**config.mk**
```make
export PLATFORM = sky130hd
export DESIGN_NAME = datapath
export DESIGN_NICKNAME = d
export VERILOG_FILES = /design/src/verilog/mips_pkg.sv /design/src/verilog/pipe_if.sv /design/src/verilog/datapath.sv /design/src/verilog/decode.sv /design/src/verilog/execute.sv /design/src/verilog/fetch.sv /design/src/verilog/regfile.sv /design/src/verilog/retire.sv
export SDC_FILE = /design/constraint.sdc
export NUM_CORES = 2
export LEC_CHECK = 0
export ABC_AREA = 1
export BUFFER_PORTS_ARGS = -buffer_cell sky130_fd_sc_hd__buf_4
export CELL_PAD_IN_SITES_DETAIL_PLACEMENT = 1
export CELL_PAD_IN_SITES_GLOBAL_PLACEMENT = 1
export CORE_MARGIN = 8
export CORE_UTILIZATION = 35
export CTS_CLUSTER_SIZE = 24
export DETAILED_ROUTE_END_ITERATION = 10
export PLACE_DENSITY = 0.59
export SYNTH_ARGS = -nofsm -noshare
export SYNTH_HDL_FRONTEND = slang
export SYNTH_SLANG_ARGS = --single-unit
```
**constraint.sdc**
```tcl
create_clock -name clk -period 4.45 [get_ports clk]
set_clock_uncertainty 0.2 [all_clocks]
set_input_delay 0.89 -clock clk [delete_from_list [all_inputs] [get_ports clk]]
set_output_delay 0.89 -clock clk [all_outputs]
set_load 0.01 [all_outputs]
```
**src/verilog/mips_pkg.sv**
```systemverilog
package mips_pkg;

    // ============================================================
    // basic types
    // ============================================================
    typedef logic [31:0] word_t;
    typedef logic [4:0]  reg_addr_t;
    typedef logic [5:0]  opcode_t;

    typedef enum logic [3:0] {
        ALU_NONE,
        ALU_ADDU,
        ALU_SUBU,
        ALU_AND,
        ALU_OR,
        ALU_XOR,
        ALU_SLT,
        ALU_ADDIU,
        ALU_ORI,
        ALU_LUI
    } alu_op_t;

    typedef enum logic [1:0] {
        FETCH_IDLE,
        FETCH_REQ,
        FETCH_RELEASE
    } fetch_state_t;

    // ============================================================
    // instruction fields
    // ============================================================
    localparam int OPC_LSB = 26;
    localparam int RS_LSB  = 21;
    localparam int RT_LSB  = 16;
    localparam int RD_LSB  = 11;

    localparam opcode_t OPC_SPECIAL = 6'h00;
    localparam opcode_t OPC_ADDIU   = 6'h09;
    localparam opcode_t OPC_ORI     = 6'h0d;
    localparam opcode_t OPC_LUI     = 6'h0f;

    localparam logic [5:0] FN_ADDU = 6'h21;
    localparam logic [5:0] FN_SUBU = 6'h23;
    localparam logic [5:0] FN_AND  = 6'h24;
    localparam logic [5:0] FN_OR   = 6'h25;
    localparam logic [5:0] FN_XOR  = 6'h26;
    localparam logic [5:0] FN_SLT  = 6'h2a;

    localparam word_t RESET_PC = 32'h0000_0000;

endpackage

```
**src/verilog/pipe_if.sv**
```systemverilog
`timescale 1ns/1ps

// decode -> execute.
interface issue_if;
    import mips_pkg::*;

    logic      valid;
    alu_op_t   op;
    reg_addr_t rd;     // destination register.
    reg_addr_t rs;     // zero when a is not a register read.
    reg_addr_t rt;     // zero when b is not a register read.
    word_t     a;
    word_t     b;
    word_t     pc;

    modport src (output valid, op, rd, rs, rt, a, b, pc);
    modport dst (input  valid, op, rd, rs, rt, a, b, pc);
endinterface

// execute -> retire, also the bypass source.
interface commit_if;
    import mips_pkg::*;

    logic      valid;
    logic      we;
    reg_addr_t rd;
    word_t     result;
    word_t     pc;

    modport src (output valid, we, rd, result, pc);
    modport dst (input  valid, we, rd, result, pc);
endinterface

```
**src/verilog/datapath.sv**
```systemverilog
`timescale 1ns/1ps

module datapath (
    input  logic                clk,
    input  logic                rst,
    output mips_pkg::word_t     iaddr,
    output logic                ireq,
    input  logic                iack,
    input  mips_pkg::word_t     idata,
    output logic                rt_valid,
    output mips_pkg::word_t     rt_pc,
    output logic                rf_we,
    output mips_pkg::reg_addr_t rf_waddr,
    output mips_pkg::word_t     rf_wdata
);
    import mips_pkg::*;

    logic      f_valid;
    word_t     f_instr, f_pc;
    reg_addr_t raddr0, raddr1;
    word_t     rdata0, rdata1;
    logic      wb_we;       // commit-cycle write.
    reg_addr_t wb_waddr;
    word_t     wb_wdata;

    issue_if  issue ();
    commit_if commit ();

    // ============================================================
    // input side
    // ============================================================
    fetch fetch0 (
        .clk(clk), .rst(rst),
        .iaddr(iaddr), .ireq(ireq), .iack(iack), .idata(idata),
        .f_valid(f_valid), .f_instr(f_instr), .f_pc(f_pc)
    );

    // ============================================================
    // decode, register file, execute
    // ============================================================
    decode decode0 (
        .clk(clk), .rst(rst),
        .f_valid(f_valid), .f_instr(f_instr), .f_pc(f_pc),
        .raddr0(raddr0), .raddr1(raddr1), .rdata0(rdata0), .rdata1(rdata1),
        .issue(issue)
    );

    regfile regfile0 (
        .clk(clk), .rst(rst),
        .raddr0(raddr0), .raddr1(raddr1), .rdata0(rdata0), .rdata1(rdata1),
        .we(wb_we), .waddr(wb_waddr), .wdata(wb_wdata)
    );

    execute execute0 (.clk(clk), .rst(rst), .issue(issue), .commit(commit));

    // ============================================================
    // output side
    // ============================================================
    retire retire0 (
        .clk(clk), .rst(rst), .commit(commit),
        .rf_we(wb_we), .rf_waddr(wb_waddr), .rf_wdata(wb_wdata),
        .rt_valid(rt_valid), .rt_pc(rt_pc),
        .rt_we(rf_we), .rt_waddr(rf_waddr), .rt_wdata(rf_wdata)
    );

endmodule

```
**src/verilog/decode.sv**
```systemverilog
`timescale 1ns/1ps

module decode (
    input  logic                clk,
    input  logic                rst,
    input  logic                f_valid,
    input  mips_pkg::word_t     f_instr,
    input  mips_pkg::word_t     f_pc,
    output mips_pkg::reg_addr_t raddr0,
    output mips_pkg::reg_addr_t raddr1,
    input  mips_pkg::word_t     rdata0,
    input  mips_pkg::word_t     rdata1,
    issue_if.src                issue
);
    import mips_pkg::*;

    opcode_t    opc;
    logic [5:0] funct;
    reg_addr_t  rs, rt, rd;
    logic [15:0] imm;
    alu_op_t    op;
    logic       use_rs, use_rt;
    reg_addr_t  dest;
    word_t      imm_ext;

    assign opc   = f_instr[OPC_LSB +: 6];
    assign rs    = f_instr[RS_LSB +: 5];
    assign rt    = f_instr[RT_LSB +: 5];
    assign rd    = f_instr[RD_LSB +: 5];
    assign funct = f_instr[5:0];
    assign imm   = f_instr[15:0];

    assign raddr0 = rs;
    assign raddr1 = rt;

    always_comb begin
        op      = ALU_NONE;
        use_rs  = 1'b0;
        use_rt  = 1'b0;
        dest    = 5'd0;
        imm_ext = '0;
        case (opc)
            OPC_SPECIAL: begin
                case (funct)
                    FN_ADDU: op = ALU_ADDU;
                    FN_SUBU: op = ALU_SUBU;
                    FN_AND:  op = ALU_AND;
                    FN_OR:   op = ALU_OR;
                    FN_XOR:  op = ALU_XOR;
                    FN_SLT:  op = ALU_SLT;
                    default: op = ALU_NONE;
                endcase
                if (op != ALU_NONE) begin
                    use_rs = 1'b1;
                    use_rt = 1'b1;
                    dest   = rd;
                end
            end
            OPC_ADDIU: begin
                op      = ALU_ADDIU;
                use_rs  = 1'b1;
                dest    = rt;
                imm_ext = {{16{imm[15]}}, imm};   // sign extend.
            end
            OPC_ORI: begin
                op      = ALU_ORI;
                use_rs  = 1'b1;
                dest    = rt;
                imm_ext = {16'h0000, imm};
            end
            OPC_LUI: begin
                op      = ALU_LUI;
                dest    = rt;
                imm_ext = {imm, 16'h0000};
            end
            default: op = ALU_NONE;
        endcase
    end

    // ============================================================
    // issue register
    // ============================================================
    always_ff @(posedge clk) begin
        if (rst) issue.valid <= 1'b0;
        else     issue.valid <= f_valid;
    end

    always_ff @(posedge clk) begin
        issue.op <= op;
        issue.rd <= dest;
        issue.rs <= use_rs ? rs : 5'd0;
        issue.rt <= use_rt ? rt : 5'd0;
        issue.a  <= rdata0;
        issue.b  <= use_rt ? rdata1 : imm_ext;
        issue.pc <= f_pc;
    end

endmodule

```
**src/verilog/execute.sv**
```systemverilog
`timescale 1ns/1ps

module execute (
    input  logic  clk,
    input  logic  rst,
    issue_if.dst  issue,
    commit_if.src commit
);
    import mips_pkg::*;

    logic  hit_a, hit_b;
    word_t a, b;
    word_t result;
    logic  wr_en;

    // ============================================================
    // bypass from the instruction one ahead
    // ============================================================
    assign hit_a = commit.valid && commit.we && (commit.rd == issue.rs);
    assign hit_b = commit.valid && commit.we && (commit.rd == issue.rt);
    assign a     = hit_a ? commit.result : issue.a;
    assign b     = hit_b ? commit.result : issue.b;

    always_comb begin
        case (issue.op)
            ALU_ADDU, ALU_ADDIU: result = a + b;
            ALU_SUBU:            result = a - b;
            ALU_AND:             result = a & b;
            ALU_OR, ALU_ORI:     result = a | b;
            ALU_XOR:             result = a ^ b;
            ALU_SLT:             result = {31'd0, $signed(a) < $signed(b)};
            ALU_LUI:             result = b;   // already shifted.
            default:             result = '0;
        endcase
    end

    // nothing lands in r0 or from an unknown encoding.
    assign wr_en = (issue.op != ALU_NONE) && (issue.rd != 5'd0);

    // ============================================================
    // execute register
    // ============================================================
    always_ff @(posedge clk) begin
        if (rst) begin
            commit.valid <= 1'b0;
            commit.we    <= 1'b0;
        end else begin
            commit.valid <= issue.valid;
            commit.we    <= issue.valid && wr_en;
        end
    end

    always_ff @(posedge clk) begin
        commit.rd     <= issue.rd;
        commit.result <= result;
        commit.pc     <= issue.pc;
    end

endmodule

```
**src/verilog/fetch.sv**
```systemverilog
`timescale 1ns/1ps

module fetch (
    input  logic            clk,
    input  logic            rst,
    output mips_pkg::word_t iaddr,
    output logic            ireq,
    input  logic            iack,
    input  mips_pkg::word_t idata,
    output logic            f_valid,
    output mips_pkg::word_t f_instr,
    output mips_pkg::word_t f_pc
);
    import mips_pkg::*;

    fetch_state_t state;
    word_t        pc;
    logic         capture;

    assign iaddr   = pc;
    assign capture = (state == FETCH_REQ) && ireq && iack;

    // ============================================================
    // four-phase handshake
    // ============================================================
    always_ff @(posedge clk) begin
        if (rst) begin
            state   <= FETCH_IDLE;
            pc      <= RESET_PC;
            ireq    <= 1'b0;
            f_valid <= 1'b0;
        end else begin
            f_valid <= 1'b0;
            case (state)
                FETCH_IDLE: state <= FETCH_REQ;
                FETCH_REQ: begin
                    if (capture) begin
                        ireq    <= 1'b0;
                        f_valid <= 1'b1;
                        pc      <= pc + 32'd4;
                        state   <= FETCH_RELEASE;
                    end else begin
                        ireq <= 1'b1;
                    end
                end
                FETCH_RELEASE: begin
                    if (!iack) state <= FETCH_REQ;   // memory dropped ack.
                end
                default: state <= FETCH_IDLE;
            endcase
        end
    end

    always_ff @(posedge clk) begin
        if (capture) begin
            f_instr <= idata;
            f_pc    <= pc;
        end
    end

endmodule

```
**src/verilog/regfile.sv**
```systemverilog
`timescale 1ns/1ps

module regfile (
    input  logic                clk,
    input  logic                rst,
    input  mips_pkg::reg_addr_t raddr0,
    input  mips_pkg::reg_addr_t raddr1,
    output mips_pkg::word_t     rdata0,
    output mips_pkg::word_t     rdata1,
    input  logic                we,
    input  mips_pkg::reg_addr_t waddr,
    input  mips_pkg::word_t     wdata
);
    import mips_pkg::*;

    word_t regs [1:31];   // r0 is not stored.

    always_ff @(posedge clk) begin
        if (rst) begin
            for (int i = 1; i < 32; i++) regs[i] <= '0;
        end else if (we && waddr != 5'd0) begin
            regs[waddr] <= wdata;
        end
    end

    assign rdata0 = (raddr0 == 5'd0)        ? '0    :
                    (we && waddr == raddr0) ? wdata :   // write-through.
                                              regs[raddr0];
    assign rdata1 = (raddr1 == 5'd0)        ? '0    :
                    (we && waddr == raddr1) ? wdata :
                                              regs[raddr1];

endmodule

```
**src/verilog/retire.sv**
```systemverilog
`timescale 1ns/1ps

module retire (
    input  logic                clk,
    input  logic                rst,
    commit_if.dst               commit,
    output logic                rf_we,
    output mips_pkg::reg_addr_t rf_waddr,
    output mips_pkg::word_t     rf_wdata,
    output logic                rt_valid,
    output mips_pkg::word_t     rt_pc,
    output logic                rt_we,
    output mips_pkg::reg_addr_t rt_waddr,
    output mips_pkg::word_t     rt_wdata
);
    import mips_pkg::*;

    // register file write, taken at the end of the commit cycle.
    assign rf_we    = commit.valid && commit.we;
    assign rf_waddr = commit.rd;
    assign rf_wdata = commit.result;

    // trace lines up with the register file update.
    always_ff @(posedge clk) begin
        if (rst) begin
            rt_valid <= 1'b0;
            rt_we    <= 1'b0;
        end else begin
            rt_valid <= commit.valid;
            rt_we    <= rf_we;
        end
    end

    always_ff @(posedge clk) begin
        rt_pc    <= commit.pc;
        rt_waddr <= rf_waddr;
        rt_wdata <= rf_wdata;
    end

endmodule
```
; Word-level counts from Yosys, hierarchy flattened
; Memory sizes are Yosys's and may differ from the RTL's. A register that Yosys moved wholly into a read port is not among the register bits.
; Index checks and enable logic that the tools add are counted.
[word_totals]
n_memories = 1
mem_bits_ro = 0
reg_bits = 358
in_bits = 35
latchBits = 0
out_inout_bits = 104
ram_bits = 992
[classes]
shifts = 0
bitwise_logic = 4
eq_ne = 26
mux = 31
magnitude_cmp = 1
n_div = 0
multipliers = 0
addsub = 3
n_reduce_logical = 26
[memory_table]
columns = name, depth, width, rd, rd_clocked_by_memory_dff, write_ports, line_no
row1 = regfile0.regs, 31, 32, 2, 2, 31, regfile.sv:16  ; word_t regs [1:31];
[op_table]
columns = operator, count
row1 = 32-bit 2-to-1 mux, 7
row2 = 32-bit case mux with 7 select lines, 1
row3 = 32-bit case mux with 3 select lines, 1
row4 = "6-bit == test, second input constant", 6
row5 = "32-bit by 3-bit adder with 32-bit output, second input constant", 1
row6 = 32-bit adder, 1
row7 = 32-bit bitwise AND, 1
row8 = 32-bit < comparator, 1
row9 = 32-bit bitwise OR, 1
row10 = 32-bit OR reduction, 1
row11 = 32-bit subtractor, 1
row12 = 32-bit XOR, 1
row13 = 5-bit == test, 4
row14 = 5-bit 2-to-1 mux, 4
row15 = "6-bit by 4-bit == test with 1-bit output, second input constant", 3
row16 = 3-bit case mux with 6 select lines, 1
row17 = "4-bit by 3-bit == test with 1-bit output, second input constant", 4
row18 = 4-bit case mux with 4 select lines, 1
row19 = 1-bit logical AND, 10
row20 = 5-bit zero test, 2
row21 = 1-bit 2-to-1 mux, 10
row22 = 5-bit case mux with 2 select lines, 1
row23 = 5-bit nonzero test, 2
row24 = "4-bit by 2-bit == test with 1-bit output, second input constant", 2
row25 = 17 further kinds, 24

; Logic depth before layout (Yosys ltp)
[depth]
depth_word = 7
ltp_mapped = 24
mapped_depth_nobuf = 22

; Hierarchy
; A second synthesis with hierarchy kept.
[hier_totals]
hier_cells = 9952
area_unflattened_um2 = 76408.3
[modules_own_cells]
columns = mod, cells_each, area_each_um2, seq_area_each_um2, instances
row1 = regfile, 7426, 58073.2, 30749.5, 1
row2 = execute, 1738, 9477.8, 1421.4, 1
row3 = fetch, 344, 3758.6, 2542.4, 1
row4 = decode, 331, 3378.2, 2322.2, 1
row5 = retire, 113, 1720.4, 1421.4, 1

; Least setup slack after synthesis
; No wires, ideal clock.
[synth_timing]
path_type = input-to-reg
startpoint = input port iack
endpoint = register fetch0.f_instr[0], enable pin
path_stages = 4
setup_slack_ns = 0.549
t_arrival_ns = 3.253
setup_ns = 0.448
path_cell_list = nand2_1 > nor2_1 > clkbuf_1 > clkbuf_1
[synth_between]
elab_chain_len = 1
[synth_lines]
columns = element, line_no
row1 = start: declaration, datapath.sv:8  ; input logic iack,
row2 = 1-bit logical AND, fetch.sv:21  ; assign capture = (state == FETCH_REQ) && ireq && iack;
row3 = via fetch0.capture, fetch.sv:18  ; logic capture;
row4 = end signal: assignment, fetch.sv:56  ; f_instr <= idata;
row5 = end: declaration, fetch.sv:11  ; output mips_pkg::word_t f_instr,
; The timed path passes the listed nets, and every way through them passes these cells.
; A chain may end at the register's enable or synchronous reset.

; Worst setup path after layout
[layout_timing]
startpoint = register execute0.commit.rd[4]
endpoint = register execute0.commit.result[29]
[layout_between]
elab_chain_len = 5
word_cells_on_any_way = 12
cone_classes = add/sub (2) / eq/ne (2) / mux (3) / bitwise (3) / reduce/logical (2)
[layout_lines]
columns = element, line_no
row1 = start: declaration, pipe_if.sv:30  ; modport src (output valid, we, rd, result, pc);
row2 = "5-bit == test, on equally long branches", "execute.sv:19, execute.sv:20"
row3 = "1-bit logical AND, on equally long branches", "execute.sv:19, execute.sv:20"
row4 = "32-bit 2-to-1 mux, on equally long branches", "execute.sv:21, execute.sv:22"
row5 = 32-bit subtractor (tied with other cells), execute.sv:27  ; ALU_SUBU: result = a - b;
row6 = 32-bit case mux with 7 select lines (*), execute.sv:25  ; case (issue.op)
row7 = via execute0.result[29], execute.sv:13  ; word_t result;
row8 = end: declaration, pipe_if.sv:30
; The timed path passes the listed nets; every way through them passes the cells marked *.

==> results.txt <==
Status: finished, final reports clean
Final TNS setup: 0 ps
Tmin final: 4087 ps
Largest net degree at the start of global routing: 170
Worst Setup SP: execute0.commit.rd[4]
Post-synthesis sequential area ratio: 52.31%
Critical path fanouts, max: 64
RSZ-0062 raised after global routing: false
Total GRT Usage: 27.80%
Multiplexer share of the synthesized area: 0%
Count leader, synth: nand2_1
Crit path cell chain: inv_2 > o22ai_1 > a221oi_1 > nand3_2 > buf_12 > o21ai_0 > ha_1 > inv_1 > nand2_1 > nor2_1 > nand2_1 > nor2_1 > nand2_1 > nand2_1 > nand2_1 > nand3_1 > nand3_1
ANT nets after route: 0
CTS tree: yes
Worst vdd ir: 0.3271 mV
Synth unique cells: 49
Global-route wire length before repair: 466800 um
CP endpoint kind: register
Global placer's final weighted congestion: 0.8867
CTS sink count: 1382
Fmax: 244.7 MHz
Routed Wire Length: 322900 um
Top cell type's share of synthesized area: 44.27%
Post-placement cell count: 11460
R2r setup slk: 360 ps
DRT Pass-1 Iters: 6
Reg2Reg Depth: 17
RR Startpoint: execute0.commit.rd[4]
Largest area contributor in the netlist: edfxtp_1
Worst r2r dst: execute0.commit.result[29]
Cell Count, Final, Fillers Out: 11800
Syn Std Cell Area: 0.07367 mm^2
Ys async rst share: 0%
CP dominant cell by count: nand2_1
Worst-margin pin slew: 1253 ps
Max_cap viols: 0
Chip height: 474.8 um
Final hold vios: 0
Clock transition at path regs: 60 ps
Worst Setup EP: execute0.commit.result[29]
Worst path max stage delay: 640 ps
Residual DRC: 0
Worst path slowest cell: o21ai_0
Die Span X: 474.8 um
Number of synthesis warnings: 0
XOR/XNOR Fraction of Synth Area: 0.1308%
Slew Limit Headroom: 15.84%
Synth Area in Compound Gates: 14.52%
Adder-cell area share of the yosys netlist: 1.872%
Post-synth top flop: edfxtp_1
Routed vias/inst: 5.656
IO Port Bufs: 134
Static Leakage: 32.91 nW
CTS root buf: clkbuf_16
Critical Path RT: 4940 ps
Initial Util: 35.19%
CTS H-tree depth: 4
Mean post-synth cell area: 8.254 um^2
Final setup viols: 0
Synth top cells by count: nand2_1, nor2_1, edfxtp_1
TritonCTS Buffers: 167
Area Growth Syn to Fin: 13.97%
Tcrit/Tclk final: 91.85%
Fin nets: 8995
Maximum clock path buffer count: 3
Core area: 0.2094 mm^2
Crit path kind: reg -> reg
Remaining global-route overflow: 0
Clock latency on the worst-skew pair: 840 ps
Gate count after technology mapping: 8926
Iter 0 DRT Violations: 6552
Detail Placement HPWL: 212700 um
Post-CTS Setup Bufs: 0
Flops & latches, synth: 1382
Number of flops mapped to enable cells by yosys: 1086
Die area: 0.2254 mm^2
PwrDens: 374.6 mW/mm^2
Filler instances: 24620
Startpoint types: register
Crit path arrival time: 4580 ps
HP Class: reg -> reg
Layout cells sized above 1: 8.600%
Avg WL per Cell: 27.37 um
Rows: 168
Initial antenna violation count: 10
Fin. max-slew vios: 0
Vias in the first global route: 67980
DR vias: 66730
Area share of and/or/nand/nor cells after synthesis: 22.14%
Largest family of logic cells by synthesized area: simple AND/OR/NAND/NOR gates
Area contributors post-synth: edfxtp_1, dfxtp_1, nand2_1
IO Pins: 139
[state kept, by name, indices dropped and copies added (netlist names), 30 cells and up, named ones only]
signal,cells
execute0.commit.result,32
fetch0.f_pc,30
retire0.rt_pc,30
retire0.rt_wdata,32
fetch0.iaddr,30
decode0.issue.pc,30
decode0.issue.a,32
decode0.issue.b,32
regfile0.regs,1024
execute0.commit.pc,30
fetch0.f_instr,32
[layout make-up]
type / instances / area [um^2] / share of cell area, %
Clock buffer: 231 / 4582 / 5.457
Multi-Input combinational cell: 5900 / 28830 / 34.34
Clock inverter: 75 / 726.9 / 0.8658
Inverter: 964 / 3633 / 4.327
Timing Repair Buffer: 436 / 4104 / 4.888
Sequential cell: 1382 / 38570 / 45.93
Tap cell: 2805 / 3510 / 4.180
Antenna cell: 4 / 10.01 / 0.01192
[where the power goes]
| part | internal (mW) | switching (mW) |
|---|---|---|
| Clock | 7.55 | 5.94 |
| Combinational | 0.927 | 2.53 |
| Sequential | 14.3 | 0.233 |
[cells in the final DEF, fill, tap and decap left out, drive strengths merged]
| cell type | count |
|---|---|
| o31ai | 1 |
| clkbuf | 231 |
| conb | 36 |
| inv | 965 |
| nand2 | 1480 |
| xor2 | 6 |
| buf | 404 |
| edfxtp | 1086 |
| or2 | 8 |
| xnor2 | 5 |
| nor3 | 42 |
| nand4 | 48 |
| nand3 | 1043 |
| o21a | 3 |
| diode | 4 |
| a211oi | 5 |
| dfxtp | 296 |
| nor3b | 3 |
| o21bai | 7 |
| a22o | 5 |
| clkinv | 65 |
| a221oi | 12 |
| o22ai | 23 |
| fa | 2 |
| nor2 | 1259 |
| a21oi | 632 |
| nor4 | 4 |
| clkinvlp | 4 |
| ha | 107 |
| o211ai | 529 |
| o21ai | 618 |
| dlygate4sd3 | 32 |
| a31oi | 3 |
| bufinv | 5 |
| nand3b | 9 |
| and3 | 4 |
| and2 | 6 |
[layer usage]
layer | track usage, % | vias up | part of all wire [%] | wire (um)
li1 | - | 29980 | - | -
met1 | 37.59 | 33740 | 44 | 141200
met2 | 44.17 | 2446 | 45 | 144400
met3 | 4.341 | 562 | 6.8 | 21850
met4 | 12.23 | 6 | 4.8 | 15420
met5 | 0 | - | 0.0087 | 28
[kinds of logic (layout without fill, tap and decap cells)]
kind of cell / after synthesis / in the layout
simple gates: 3906 / 3906
other cells: 1 / 40
xor+xnor: 11 / 11
compound gates: 1838 / 1838
fa+ha+maj: 109 / 109
buf+inv: 1679 / 1706
flops: 1382 / 1382
[worst max-delay path: cells and delay by family, from the launching register on]
family	cells	cell delay (ps)
buffers and inverters	3	710
and+or+nand+nor	10	1140
adders and majority gates	1	490
DFF	1	390
AOI/OAI and AO/OA	3	1010
[worst min-delay path by stage]
stage	start	cells past startpoint	to
global placement	decode0.issue.pc[4]	0	execute0.commit.pc[4]
global route	execute0.commit.pc[24]	0	retire0.rt_pc[24]
finish	execute0.commit.pc[19]	0	retire0.rt_pc[19]
detailed placement	execute0.commit.pc[4]	0	retire0.rt_pc[4]
CTS	execute0.commit.pc[19]	0	retire0.rt_pc[19]
floorplan	decode0.issue.pc[10]	0	execute0.commit.pc[10]
[what timing repair did]
item,4_1_cts,5_1_grt
hold buffers,32,0
endpoints found under the hold margin,33,0
resized for setup,0,6
setup endpoints to repair,0,9
[through the flow]
stage / hold slack, ps / setup slack, ps / utilization, % / area (um^2) / total power, mW
after floorplan: 109.6 / 548.8 / - / 73800 / 16.64
after global routing: 128.1 / 37.78 / 40.10 / 83960 / 32.47
after global placement: 111.6 / 186.8 / 37.41 / 78320 / 18.09
after detailed placement: 113.2 / 205.0 / 37.41 / 78320 / 18.16
after CTS: 125.9 / 132.3 / 40.10 / 83950 / 31.69
final: 121.2 / 362.7 / 40.11 / 83970 / 31.45
Note: power is estimated with default switching activity, not from simulation.
